==> src/design/ntm_pkg.sv <==
package ntm_pkg;

  ////////////////////////////////////////////////////////////
  // Widths
  ////////////////////////////////////////////////////////////

  // Element and modulo width
  localparam int DATA_W = 16;
  // Row and column counts and indices
  localparam int SIZE_W = 8;

  // One matrix element or the modulo
  typedef logic [DATA_W-1:0] data_t;
  // Row or column count
  typedef logic [SIZE_W-1:0] size_t;

  ////////////////////////////////////////////////////////////
  // Stream structs
  ////////////////////////////////////////////////////////////

  // Matrix configuration sampled on start
  typedef struct packed {
    data_t modulo;
    size_t size_i;
    size_t size_j;
  } mat_cfg_t;

  // Operand strobes and values for one element pair
  typedef struct packed {
    logic  a_en;
    logic  b_en;
    data_t a;
    data_t b;
  } elem_in_t;

  // Product with column and row end markers
  typedef struct packed {
    data_t data;
    logic  out_j_en;
    logic  out_i_en;
  } result_t;

  ////////////////////////////////////////////////////////////
  // FSM states
  ////////////////////////////////////////////////////////////

  typedef enum logic [1:0] {MTX_IDLE, MTX_ROW, MTX_DONE} matrix_state_e;
  typedef enum logic [1:0] {VEC_IDLE, VEC_LOAD, VEC_MUL, VEC_DONE} vector_state_e;
  typedef enum logic {MUL_IDLE, MUL_RUN} mul_state_e;

endpackage

==> src/design/ntm_matrix_multiplier.sv <==
`timescale 1ns/1ps

module ntm_matrix_multiplier (
  input  logic              CLK,
  input  logic              RST,
  input  logic              start,
  input  ntm_pkg::mat_cfg_t cfg,
  input  ntm_pkg::elem_in_t elem,
  output ntm_pkg::result_t  result,
  output logic              ready
);

  import ntm_pkg::*;

  matrix_state_e state;

  // Configuration held for the whole matrix
  mat_cfg_t cfg_q;
  size_t    row_idx;
  logic     last_row;

  // Vector multiplier side
  logic  row_start;
  data_t prod;
  logic  prod_en;
  logic  row_done;

  assign last_row = (row_idx == cfg_q.size_i - size_t'(1));

  ////////////////////////////////////////////////////////////
  // Configuration latch
  ////////////////////////////////////////////////////////////

  // Later cfg changes wait for the next start
  always_ff @(posedge CLK) begin
    if ((state == MTX_IDLE) && start) begin
      cfg_q <= cfg;
    end
  end

  ////////////////////////////////////////////////////////////
  // Row control
  ////////////////////////////////////////////////////////////

  always_ff @(posedge CLK or posedge RST) begin
    if (RST) begin
      state     <= MTX_IDLE;
      row_idx   <= '0;
      row_start <= 1'b0;
      result    <= '0;
      ready     <= 1'b0;
    end else begin
      // Pulses by default
      row_start       <= 1'b0;
      result.out_j_en <= 1'b0;
      result.out_i_en <= 1'b0;
      ready           <= 1'b0;
      case (state)
        MTX_IDLE: begin
          if (start) begin
            row_idx   <= '0;
            row_start <= 1'b1;
            state     <= MTX_ROW;
          end
        end
        MTX_ROW: begin
          // Forward each product one cycle later
          if (prod_en) begin
            result.data     <= prod;
            result.out_j_en <= 1'b1;
          end
          // row_done comes with the last prod_en of the row
          if (row_done) begin
            result.out_i_en <= 1'b1;
            if (last_row) begin
              // Final element of the matrix
              ready <= 1'b1;
              state <= MTX_DONE;
            end else begin
              row_idx   <= row_idx + size_t'(1);
              row_start <= 1'b1;
            end
          end
        end
        MTX_DONE: begin
          // ready is high for this one cycle
          state <= MTX_IDLE;
        end
        default: state <= MTX_IDLE;
      endcase
    end
  end

  ////////////////////////////////////////////////////////////
  // Vector multiplier
  ////////////////////////////////////////////////////////////

  ntm_vector_multiplier vector_multiplier (
    .CLK       (CLK),
    .RST       (RST),
    .row_start (row_start),
    .modulo    (cfg_q.modulo),
    .size_j    (cfg_q.size_j),
    .elem      (elem),
    .prod      (prod),
    .prod_en   (prod_en),
    .row_done  (row_done)
  );

endmodule

==> src/design/ntm_matrix_top.sv <==
`timescale 1ns/1ps

module ntm_matrix_top (
  input  logic              CLK,
  input  logic              RST,

  // Matrix control
  input  logic              start,
  input  ntm_pkg::mat_cfg_t cfg,
  output logic              ready,

  // Element stream in
  input  ntm_pkg::elem_in_t elem,

  // Products out with row and column markers
  output ntm_pkg::result_t  result
);

  ////////////////////////////////////////////////////////////
  // Matrix multiplier core
  ////////////////////////////////////////////////////////////

  // Element-wise a*b mod modulo over size_i rows of size_j
  ntm_matrix_multiplier matrix_multiplier (
    .CLK    (CLK),
    .RST    (RST),
    .start  (start),
    .cfg    (cfg),
    .elem   (elem),
    .result (result),
    .ready  (ready)
  );

endmodule

==> src/design/ntm_scalar_mod_multiplier.sv <==
`timescale 1ns/1ps

module ntm_scalar_mod_multiplier (
  input  logic           CLK,
  input  logic           RST,
  input  logic           start,
  input  ntm_pkg::data_t a,
  input  ntm_pkg::data_t b,
  input  ntm_pkg::data_t modulo,
  output ntm_pkg::data_t product,
  output logic           done
);

  import ntm_pkg::*;

  // Iteration counter covers one step per bit of b
  localparam int CNT_W = $clog2(DATA_W);

  // Two spare bits hold 2*acc + a before reduction
  typedef logic [DATA_W+1:0] wide_t;

  mul_state_e       state;
  logic [CNT_W-1:0] bit_cnt;
  logic             launch;

  // Operand and accumulator registers
  data_t a_q;
  data_t b_sh;
  data_t m_q;
  data_t acc;

  // One step of the shift and subtract
  wide_t dbl;
  wide_t red1;
  wide_t red2;
  data_t acc_next;

  assign launch = (state == MUL_IDLE) && start;

  ////////////////////////////////////////////////////////////
  // Step datapath
  ////////////////////////////////////////////////////////////

  always_comb begin
    // Double the running remainder
    dbl = {1'b0, acc, 1'b0};
    // Add a when the current bit of b is set
    if (b_sh[DATA_W-1]) begin
      dbl = dbl + wide_t'(a_q);
    end
    // Sum stays below 3*modulo so two subtracts are enough
    red1 = (dbl >= wide_t'(m_q)) ? dbl - wide_t'(m_q) : dbl;
    red2 = (red1 >= wide_t'(m_q)) ? red1 - wide_t'(m_q) : red1;
    acc_next = red2[DATA_W-1:0];
  end

  // Operands latched on launch, b shifted out MSB first
  always_ff @(posedge CLK) begin
    if (launch) begin
      a_q  <= a;
      b_sh <= b;
      m_q  <= modulo;
      acc  <= '0;
    end else if (state == MUL_RUN) begin
      acc  <= acc_next;
      b_sh <= b_sh << 1;
    end
  end

  ////////////////////////////////////////////////////////////
  // Control
  ////////////////////////////////////////////////////////////

  always_ff @(posedge CLK or posedge RST) begin
    if (RST) begin
      state   <= MUL_IDLE;
      bit_cnt <= '0;
      product <= '0;
      done    <= 1'b0;
    end else begin
      // Single cycle done
      done <= 1'b0;
      case (state)
        MUL_IDLE: begin
          if (launch) begin
            bit_cnt <= CNT_W'(DATA_W - 1);
            state   <= MUL_RUN;
          end
        end
        MUL_RUN: begin
          bit_cnt <= bit_cnt - CNT_W'(1);
          // Last bit of b
          if (bit_cnt == '0) begin
            product <= acc_next;
            done    <= 1'b1;
            state   <= MUL_IDLE;
          end
        end
        default: state <= MUL_IDLE;
      endcase
    end
  end

endmodule

==> src/design/ntm_vector_multiplier.sv <==
`timescale 1ns/1ps

module ntm_vector_multiplier (
  input  logic              CLK,
  input  logic              RST,
  input  logic              row_start,
  input  ntm_pkg::data_t    modulo,
  input  ntm_pkg::size_t    size_j,
  input  ntm_pkg::elem_in_t elem,
  output ntm_pkg::data_t    prod,
  output logic              prod_en,
  output logic              row_done
);

  import ntm_pkg::*;

  vector_state_e state;
  size_t         col;

  // Captured operands and presence flags
  data_t a_q;
  data_t b_q;
  logic  have_a;
  logic  have_b;
  logic  got_a;
  logic  got_b;

  logic  load_active;
  logic  last_col;

  // Scalar multiplier side
  logic  mul_start;
  data_t mul_product;
  logic  mul_done;

  // Strobes count in LOAD and also on the row_start cycle
  assign load_active = (state == VEC_LOAD) || ((state == VEC_IDLE) && row_start);
  assign got_a       = have_a || elem.a_en;
  assign got_b       = have_b || elem.b_en;
  assign last_col    = (col == size_j - size_t'(1));

  // First strobe of each operand wins
  always_ff @(posedge CLK) begin
    if (load_active && elem.a_en && !have_a) begin
      a_q <= elem.a;
    end
    if (load_active && elem.b_en && !have_b) begin
      b_q <= elem.b;
    end
  end

  ////////////////////////////////////////////////////////////
  // Element sequencing
  ////////////////////////////////////////////////////////////

  always_ff @(posedge CLK or posedge RST) begin
    if (RST) begin
      state     <= VEC_IDLE;
      col       <= '0;
      have_a    <= 1'b0;
      have_b    <= 1'b0;
      mul_start <= 1'b0;
      prod      <= '0;
      prod_en   <= 1'b0;
      row_done  <= 1'b0;
    end else begin
      mul_start <= 1'b0;
      prod_en   <= 1'b0;
      row_done  <= 1'b0;
      case (state)
        VEC_IDLE, VEC_LOAD: begin
          // New row restarts the column index
          if ((state == VEC_IDLE) && row_start) begin
            col <= '0;
          end
          if (load_active) begin
            if (got_a && got_b) begin
              // Both operands here so launch next cycle
              mul_start <= 1'b1;
              have_a    <= 1'b0;
              have_b    <= 1'b0;
              state     <= VEC_MUL;
            end else begin
              have_a <= got_a;
              have_b <= got_b;
              state  <= VEC_LOAD;
            end
          end
        end
        VEC_MUL: begin
          // Strobes ignored while busy
          if (mul_done) begin
            prod     <= mul_product;
            prod_en  <= 1'b1;
            row_done <= last_col;
            state    <= VEC_DONE;
          end
        end
        VEC_DONE: begin
          if (last_col) begin
            state <= VEC_IDLE;
          end else begin
            col   <= col + size_t'(1);
            state <= VEC_LOAD;
          end
        end
        default: state <= VEC_IDLE;
      endcase
    end
  end

  ntm_scalar_mod_multiplier scalar_multiplier (
    .CLK     (CLK),
    .RST     (RST),
    .start   (mul_start),
    .a       (a_q),
    .b       (b_q),
    .modulo  (modulo),
    .product (mul_product),
    .done    (mul_done)
  );

endmodule

==> config.mk <==
export PLATFORM = sky130hd
export DESIGN_NAME = ntm_matrix_top
export DESIGN_NICKNAME = d
export VERILOG_FILES = /design/src/design/ntm_pkg.sv /design/src/design/ntm_matrix_multiplier.sv /design/src/design/ntm_matrix_top.sv /design/src/design/ntm_scalar_mod_multiplier.sv /design/src/design/ntm_vector_multiplier.sv
export SDC_FILE = /design/constraint.sdc
export NUM_CORES = 1
export LEC_CHECK = 0
export ABC_AREA = 1
export ABC_CLOCK_PERIOD_IN_PS = 11000
export BUFFER_PORTS_ARGS = -buffer_cell sky130_fd_sc_hd__buf_2
export CAP_MARGIN = 20
export CELL_PAD_IN_SITES_DETAIL_PLACEMENT = 0
export CELL_PAD_IN_SITES_GLOBAL_PLACEMENT = 1
export CORE_UTILIZATION = 35
export CTS_BUF_LIST = sky130_fd_sc_hd__clkbuf_16
export DETAILED_ROUTE_END_ITERATION = 16
export GPL_TIMING_DRIVEN = 0
export HOLD_SLACK_MARGIN = 0.06
export PLACE_DENSITY = 0.71
export SLEW_MARGIN = 25
export SYNTH_ARGS = -nofsm -noshare
export SYNTH_HDL_FRONTEND = slang
export SYNTH_SLANG_ARGS = --single-unit
==> constraint.sdc <==
create_clock -name CLK -period 11 [get_ports CLK]
set_clock_uncertainty 0.15 [all_clocks]
set_input_delay 2.2 -clock CLK [delete_from_list [all_inputs] [get_ports CLK]]
set_output_delay 2.2 -clock CLK [all_outputs]
set_load 0.05 [all_outputs]
Yosys cells after proc, flatten, opt, wreduce, memory -nomap -nowiden. Index checks and enable logic that the tools add are counted.

Eq/ne operators: 15. Bitwise logic cells: 1. Divide/modulo/power cells: 0. $lt $le $gt $ge: 2. Shift-type cells: 0. Add/subtract/negate cells: 8. Multiply operators: 0. Reduce and logical (&&, ||, !) cells: 28. Muxes and demuxes: 47.

Operators by type and width (count): $mux W16 (3); $mux W8 (5); $ge A18 B16 Y1 (2); $mux W18 (2); $pmux W8 S2 (2); $mux W1 (22); $add A17 B16 Y18 (1); $sub A18 B16 Y18 (1); $add A8 B1 Y8 const B (2); $eq A8 B8 Y1 (2); $sub A16 B16 Y16 (1); $sub A8 B1 Y8 const B (2); $mux W2 (7); $ne A2 B2 Y1 const B (6); $reduce_and A2 Y1 (5); $logic_and A1 B1 Y1 (8); $pmux W4 S2 (1); $ne A2 B1 Y1 const B (3); $pmux W2 S3 (1); $reduce_and A3 Y1 (2); $reduce_bool A2 Y1 (3); $eq A2 B1 Y1 const B (2); $eq A2 B2 Y1 const B (2); $logic_not A2 Y1 (2); other kinds (10) (14).

Latch bits: 0. Memories kept: 0. RAM bits: 0. Output and inout port bits: 19. Memory bits (read-only): 0. Bits in registers: 211.

Longest topological paths before layout.
Depth after elaboration: 6. Mapped depth: 42. Mapped depth without buffers: 41.

Modules after synthesis. Synthesis repeated with hierarchy kept, for this count alone.

Cells, all modules: 1405. Area, all modules: 11588.6 µm².

By module, submodules not included: ntm_scalar_mod_multiplier (area an instance 6357.3 µm², cells each 892, instances 1); ntm_vector_multiplier (area an instance 2688.8 µm², cells each 269, instances 1); ntm_matrix_multiplier (area an instance 2542.4 µm², cells each 244, instances 1).

Worst setup path after synthesis. OpenSTA, ideal clock, no wires.

Kind: register to register. Start point: reg matrix_multiplier.vector_multiplier.scalar_multiplier.acc[0]. End point: reg matrix_multiplier.vector_multiplier.scalar_multiplier.product[13]. Setup time: 0.117 ns. Cell stages (with the launch flop): 39. Path slack: 5.727 ns. Arrival time: 5.006 ns. Clock period less this slack: 5.273 ns. Path buffers: 2. Cell sequence: dfxtp_1 ha_1 inv_1 fa_1 inv_1 nand3_1 nand2_1 nand2_1 nand2_2 a31oi_1 xor2_1 nand2_1 nand2_1 inv_1 ha_1 a21oi_1 o21ai_0 a21oi_1 [3 not listed] nor2_1 buf_2 o21ai_1 ha_1 fa_1 nor2_1 nor2_1 o21ai_0 nand3_1 a21oi_1 a21oi_1 nand3_1 a21oi_4 nand2_4 buf_6 nand2_1 nand3_1 nand2_1.

Word-level cells in the longest chain between the ends: 6.

Ends and longest elaborated chain: start: declaration (RTL line ntm_scalar_mod_multiplier.sv:30) `data_t acc;`; start signal: assignment (RTL line ntm_scalar_mod_multiplier.sv:65) `acc <= acc_next;`; $add A17 B16 Y18 (RTL line ntm_scalar_mod_multiplier.sv:49) `dbl = dbl + wide_t'(a_q);`; $mux W18 (*) (RTL line ntm_scalar_mod_multiplier.sv:48) `if (b_sh[DATA_W-1]) begin`; $sub A18 B16 Y18 or $ge A18 B16 Y1 (tied branches) (RTL line ntm_scalar_mod_multiplier.sv:52) `red1 = (dbl >= wide_t'(m_q)) ? dbl - wide_t'(m_q) : dbl;`; $mux W18 (*) (RTL line ntm_scalar_mod_multiplier.sv:52); $sub A16 B16 Y16 or $ge A18 B16 Y1 (tied branches) (RTL line ntm_scalar_mod_multiplier.sv:53) `red2 = (red1 >= wide_t'(m_q)) ? red1 - wide_t'(m_q) : red1;`; $mux W16 (*) (RTL line ntm_scalar_mod_multiplier.sv:53); end signal: assignment (RTL line ntm_scalar_mod_multiplier.sv:94) `product <= acc_next;`; end: declaration (RTL line ntm_scalar_mod_multiplier.sv:10) `output ntm_pkg::data_t product,`.

Every way passes the cells marked *; elsewhere a longest branch is shown, timed or not. A chain may end at the register's enable or synchronous reset.

Worst setup path after layout.
Start point: reg matrix_multiplier.vector_multiplier.scalar_multiplier.acc[0]. End point: reg matrix_multiplier.vector_multiplier.scalar_multiplier.acc[10].

Word-level cells in the longest chain between the ends: 6.

Ends and longest elaborated chain (RTL line): $add A17 B16 Y18 (ntm_scalar_mod_multiplier.sv:49); $mux W18 (*) (ntm_scalar_mod_multiplier.sv:48); $sub A18 B16 Y18 or $ge A18 B16 Y1 (tied branches) (ntm_scalar_mod_multiplier.sv:52); $mux W18 (*) (ntm_scalar_mod_multiplier.sv:52); $sub A16 B16 Y16 or $ge A18 B16 Y1 (tied branches) (ntm_scalar_mod_multiplier.sv:53); $mux W16 (*) (ntm_scalar_mod_multiplier.sv:53).

Marked as above.

==> results.py <==
metrics = {
    "placed_design": {
        "dp_cells": 1710,
        "io_buffers": 87,
        "dpl.hpwl_um": 19600,
        "gp_congestion": 0.889,
    },
    "sta": {
        "final.min_clock_period_ns": 6.85,
        "rsz0062_at_grt": "false",
        "fin_crit_sh_pct": 62.2,
        "max_clock_freq_ghz": 0.146,
        "fin_tns_setup_ns": 0,
        "slew_viol_final": 0,
        "setup_viol": 0,
        "slew_headroom_pct": 41.6,
        "tightest_slew_ns": 0.871,
        "finalHoldViolCount": 0,
    },
    "logic_synthesis": {
        "synth_top_area_share_pct": 30.9,
        "synth_fa_ha_area_share_pct": 6.64,
        "synthArstFlopShare_pct": 39.3,
        "synth.area.mux_share_pct": 0,
        "synth_compound_area_share_pct": 6.50,
        "syn-num-nets": 1349,
        "synthSimpleGateAreaFrac_pct": 23.1,
        "yosys.area.top_type": "edfxtp_1",
        "ys.flop_type": "edfxtp_1",
        "synth.yosys.seq_area_share_pct": 52.9,
        "ys_types": 43,
        "syn_avg_cell_area_sq_um": 8.90,
        "ys_ff_latch": 211,
        "yosysWarningCount": 0,
        "synth_area_leaders": "edfxtp_1, dfrtp_1, nand2_1",
        "synthCells": 1224,
        "synth_top_family_by_area": "simple AND/OR/NAND/NOR gates",
        "synthXorXnorAreaFrac_pct": 5.55,
        "synth_edf_count": 112,
        "synth_area_sq_mm": 0.0109,
    },
    "routing": {
        "first_iter_violations": 457,
        "drc": 0,
        "via_count": 8254,
        "via_per_inst": 4.71,
        "drt-total-wl_um": 25700,
        "detail_route.first_pass.iterations": 5,
        "ant_nets": 0,
        "wl_per_cell_um": 14.6,
    },
    "critical_path": {
        "slowest_delay_ns": 0.36,
        "arrival_ns": 7.12,
        "slowest_stage": "dfxtp_1",
        "cp_top_family": "simple AND/OR/NAND/NOR gates",
        "critPathRequiredTime_ns": 11.27,
        "rr_worst_depth": 38,
        "cp_max_fo": 10,
        "path_depth": 38,
        "path_class": "reg2reg",
        "crit_path_end_kind": "flop",
        "path_buf_inv": 6,
        "crit_top_cell": "nand2_1",
        "cp-start-kind": "flop",
        "rrSetupSlack_ns": 4.15,
    },
    "cells_and_area": {
        "post-route-util_pct": 41.4,
        "nets": 1465,
        "stdcell_count": 1754,
        "antennaDiodeCount": 0,
        "area_delta_synth_final_pct": 16.2,
        "final_cell_mix": "nand2_1, inv_1, edfxtp_1",
        "final_common_cell": "nand2_1",
        "layout-drive-gt1-share_pct": 11.4,
    },
    "floorplanning": {
        "chipWidth_um": 178,
        "io_pins": 88,
        "initial_core_util_pct": 35.6,
        "num_rows": 64,
        "core_area_sq_mm": 0.0306,
        "die_h_um": 178,
        "fp.dieArea_sq_mm": 0.0318,
    },
    "grt": {
        "grt_max_degree": 52,
        "grt_pass1_vias": 8155,
        "overflow": 0,
        "grtUsageTotal_pct": 16.9,
        "grt_first_pass_wirelength_um": 41900,
        "antenna_found_initial": 0,
    },
    "job": {
        "maxCapViolations": 0,
    },
    "cts": {
        "holdBufCountCts": 0,
        "cts.sinks": 211,
        "clockBufferDepth": 3,
        "clkLatencyLatePin_ns": 0.54,
        "cts-htree-levels": 1,
        "cts_resized": 0,
        "cts.clk_slew.worst_paths_ns": 0.07,
        "cts_tree": "built",
        "post-cts-setup-buffers": 0,
        "ctsRootBufferMaster": "clkbuf_16",
        "numCtsBuffers": 24,
    },
    "hold_path": {
        "hold_class": "reg2reg",
        "hold_path_startpoint": "matrix_multiplier.vector_multiplier.a_q[5]",
    },
    "status": {
        "status": "finished clean",
    },
}
logic make-up after synthesis:
kind of cell | Yosys count
buffers and inverters | 146
and+or+nand+nor | 613
xor gates and xnor gates | 69
adders and majority gates | 56
DFF | 211
AOI/OAI and AO/OA | 129
cells in the mapped netlist, types with 17 or more instances:
master	n
nand3_1	79
xnor2_1	33
dfrtp_1	83
a21oi_1	54
inv_1	120
edfxtp_1	112
xor2_1	36
o21ai_0	50
nor2_1	53
ha_1	53
nor3_1	17
nand2_1	432
through the flow:
step                area [sq um]  hold slack [ns]  worst slack, ns
floorplan                  10900            0.250             5.73
detailed placement         11900            0.255             4.31
CTS                        12700            0.267             4.26
global placement           11800            0.252             4.34
finish                     12700            0.265             4.15
global route               12700            0.270             3.68
metal layers:
metal	track usage (%)	part of all wire, %	wire, um
met1	23.9	49	12600
met2	27.2	45	11400
met3	2.37	4.1	1060
met4	3.95	2.3	595
met5	0	0	0
final cells by class:
cell class,instances,area [sq um]
buffer,22,113
inverter,124,470
clock buffer,24,601
clock inverter,20,149
tap,396,495
multi-input combinational,867,4570
timing repair buffer,90,502
sequential,211,5760
fill,3119,17900
sequential cells by signal, summed over array words and instances (netlist names), 8 cells and up, named ones only:
name	flops
matrix_multiplier.cfg_q	32
matrix_multiplier.result	18
matrix_multiplier.vector_multiplier.scalar_multiplier.acc	16
matrix_multiplier.vector_multiplier.b_q	16
matrix_multiplier.vector_multiplier.a_q	16
matrix_multiplier.vector_multiplier.scalar_multiplier.a_q	16
matrix_multiplier.vector_multiplier.scalar_multiplier.b_sh	16
matrix_multiplier.vector_multiplier.scalar_multiplier.m_q	16
matrix_multiplier.vector_multiplier.prod	16
matrix_multiplier.row_idx	8
matrix_multiplier.vector_multiplier.col	8
worst min-delay path by stage:
stage / endpoint / slack (ns) / cells after the start
global placement: flop / 0.25 / 0
CTS: flop / 0.27 / 0
finish: flop / 0.27 / 0
global route: flop / 0.27 / 0
detailed placement: flop / 0.25 / 0
floorplan: flop / 0.25 / 0
Power is left out: the tool's default activity adds up to more than one toggle a clock period on the data nets, which glitch-free logic cannot reach.
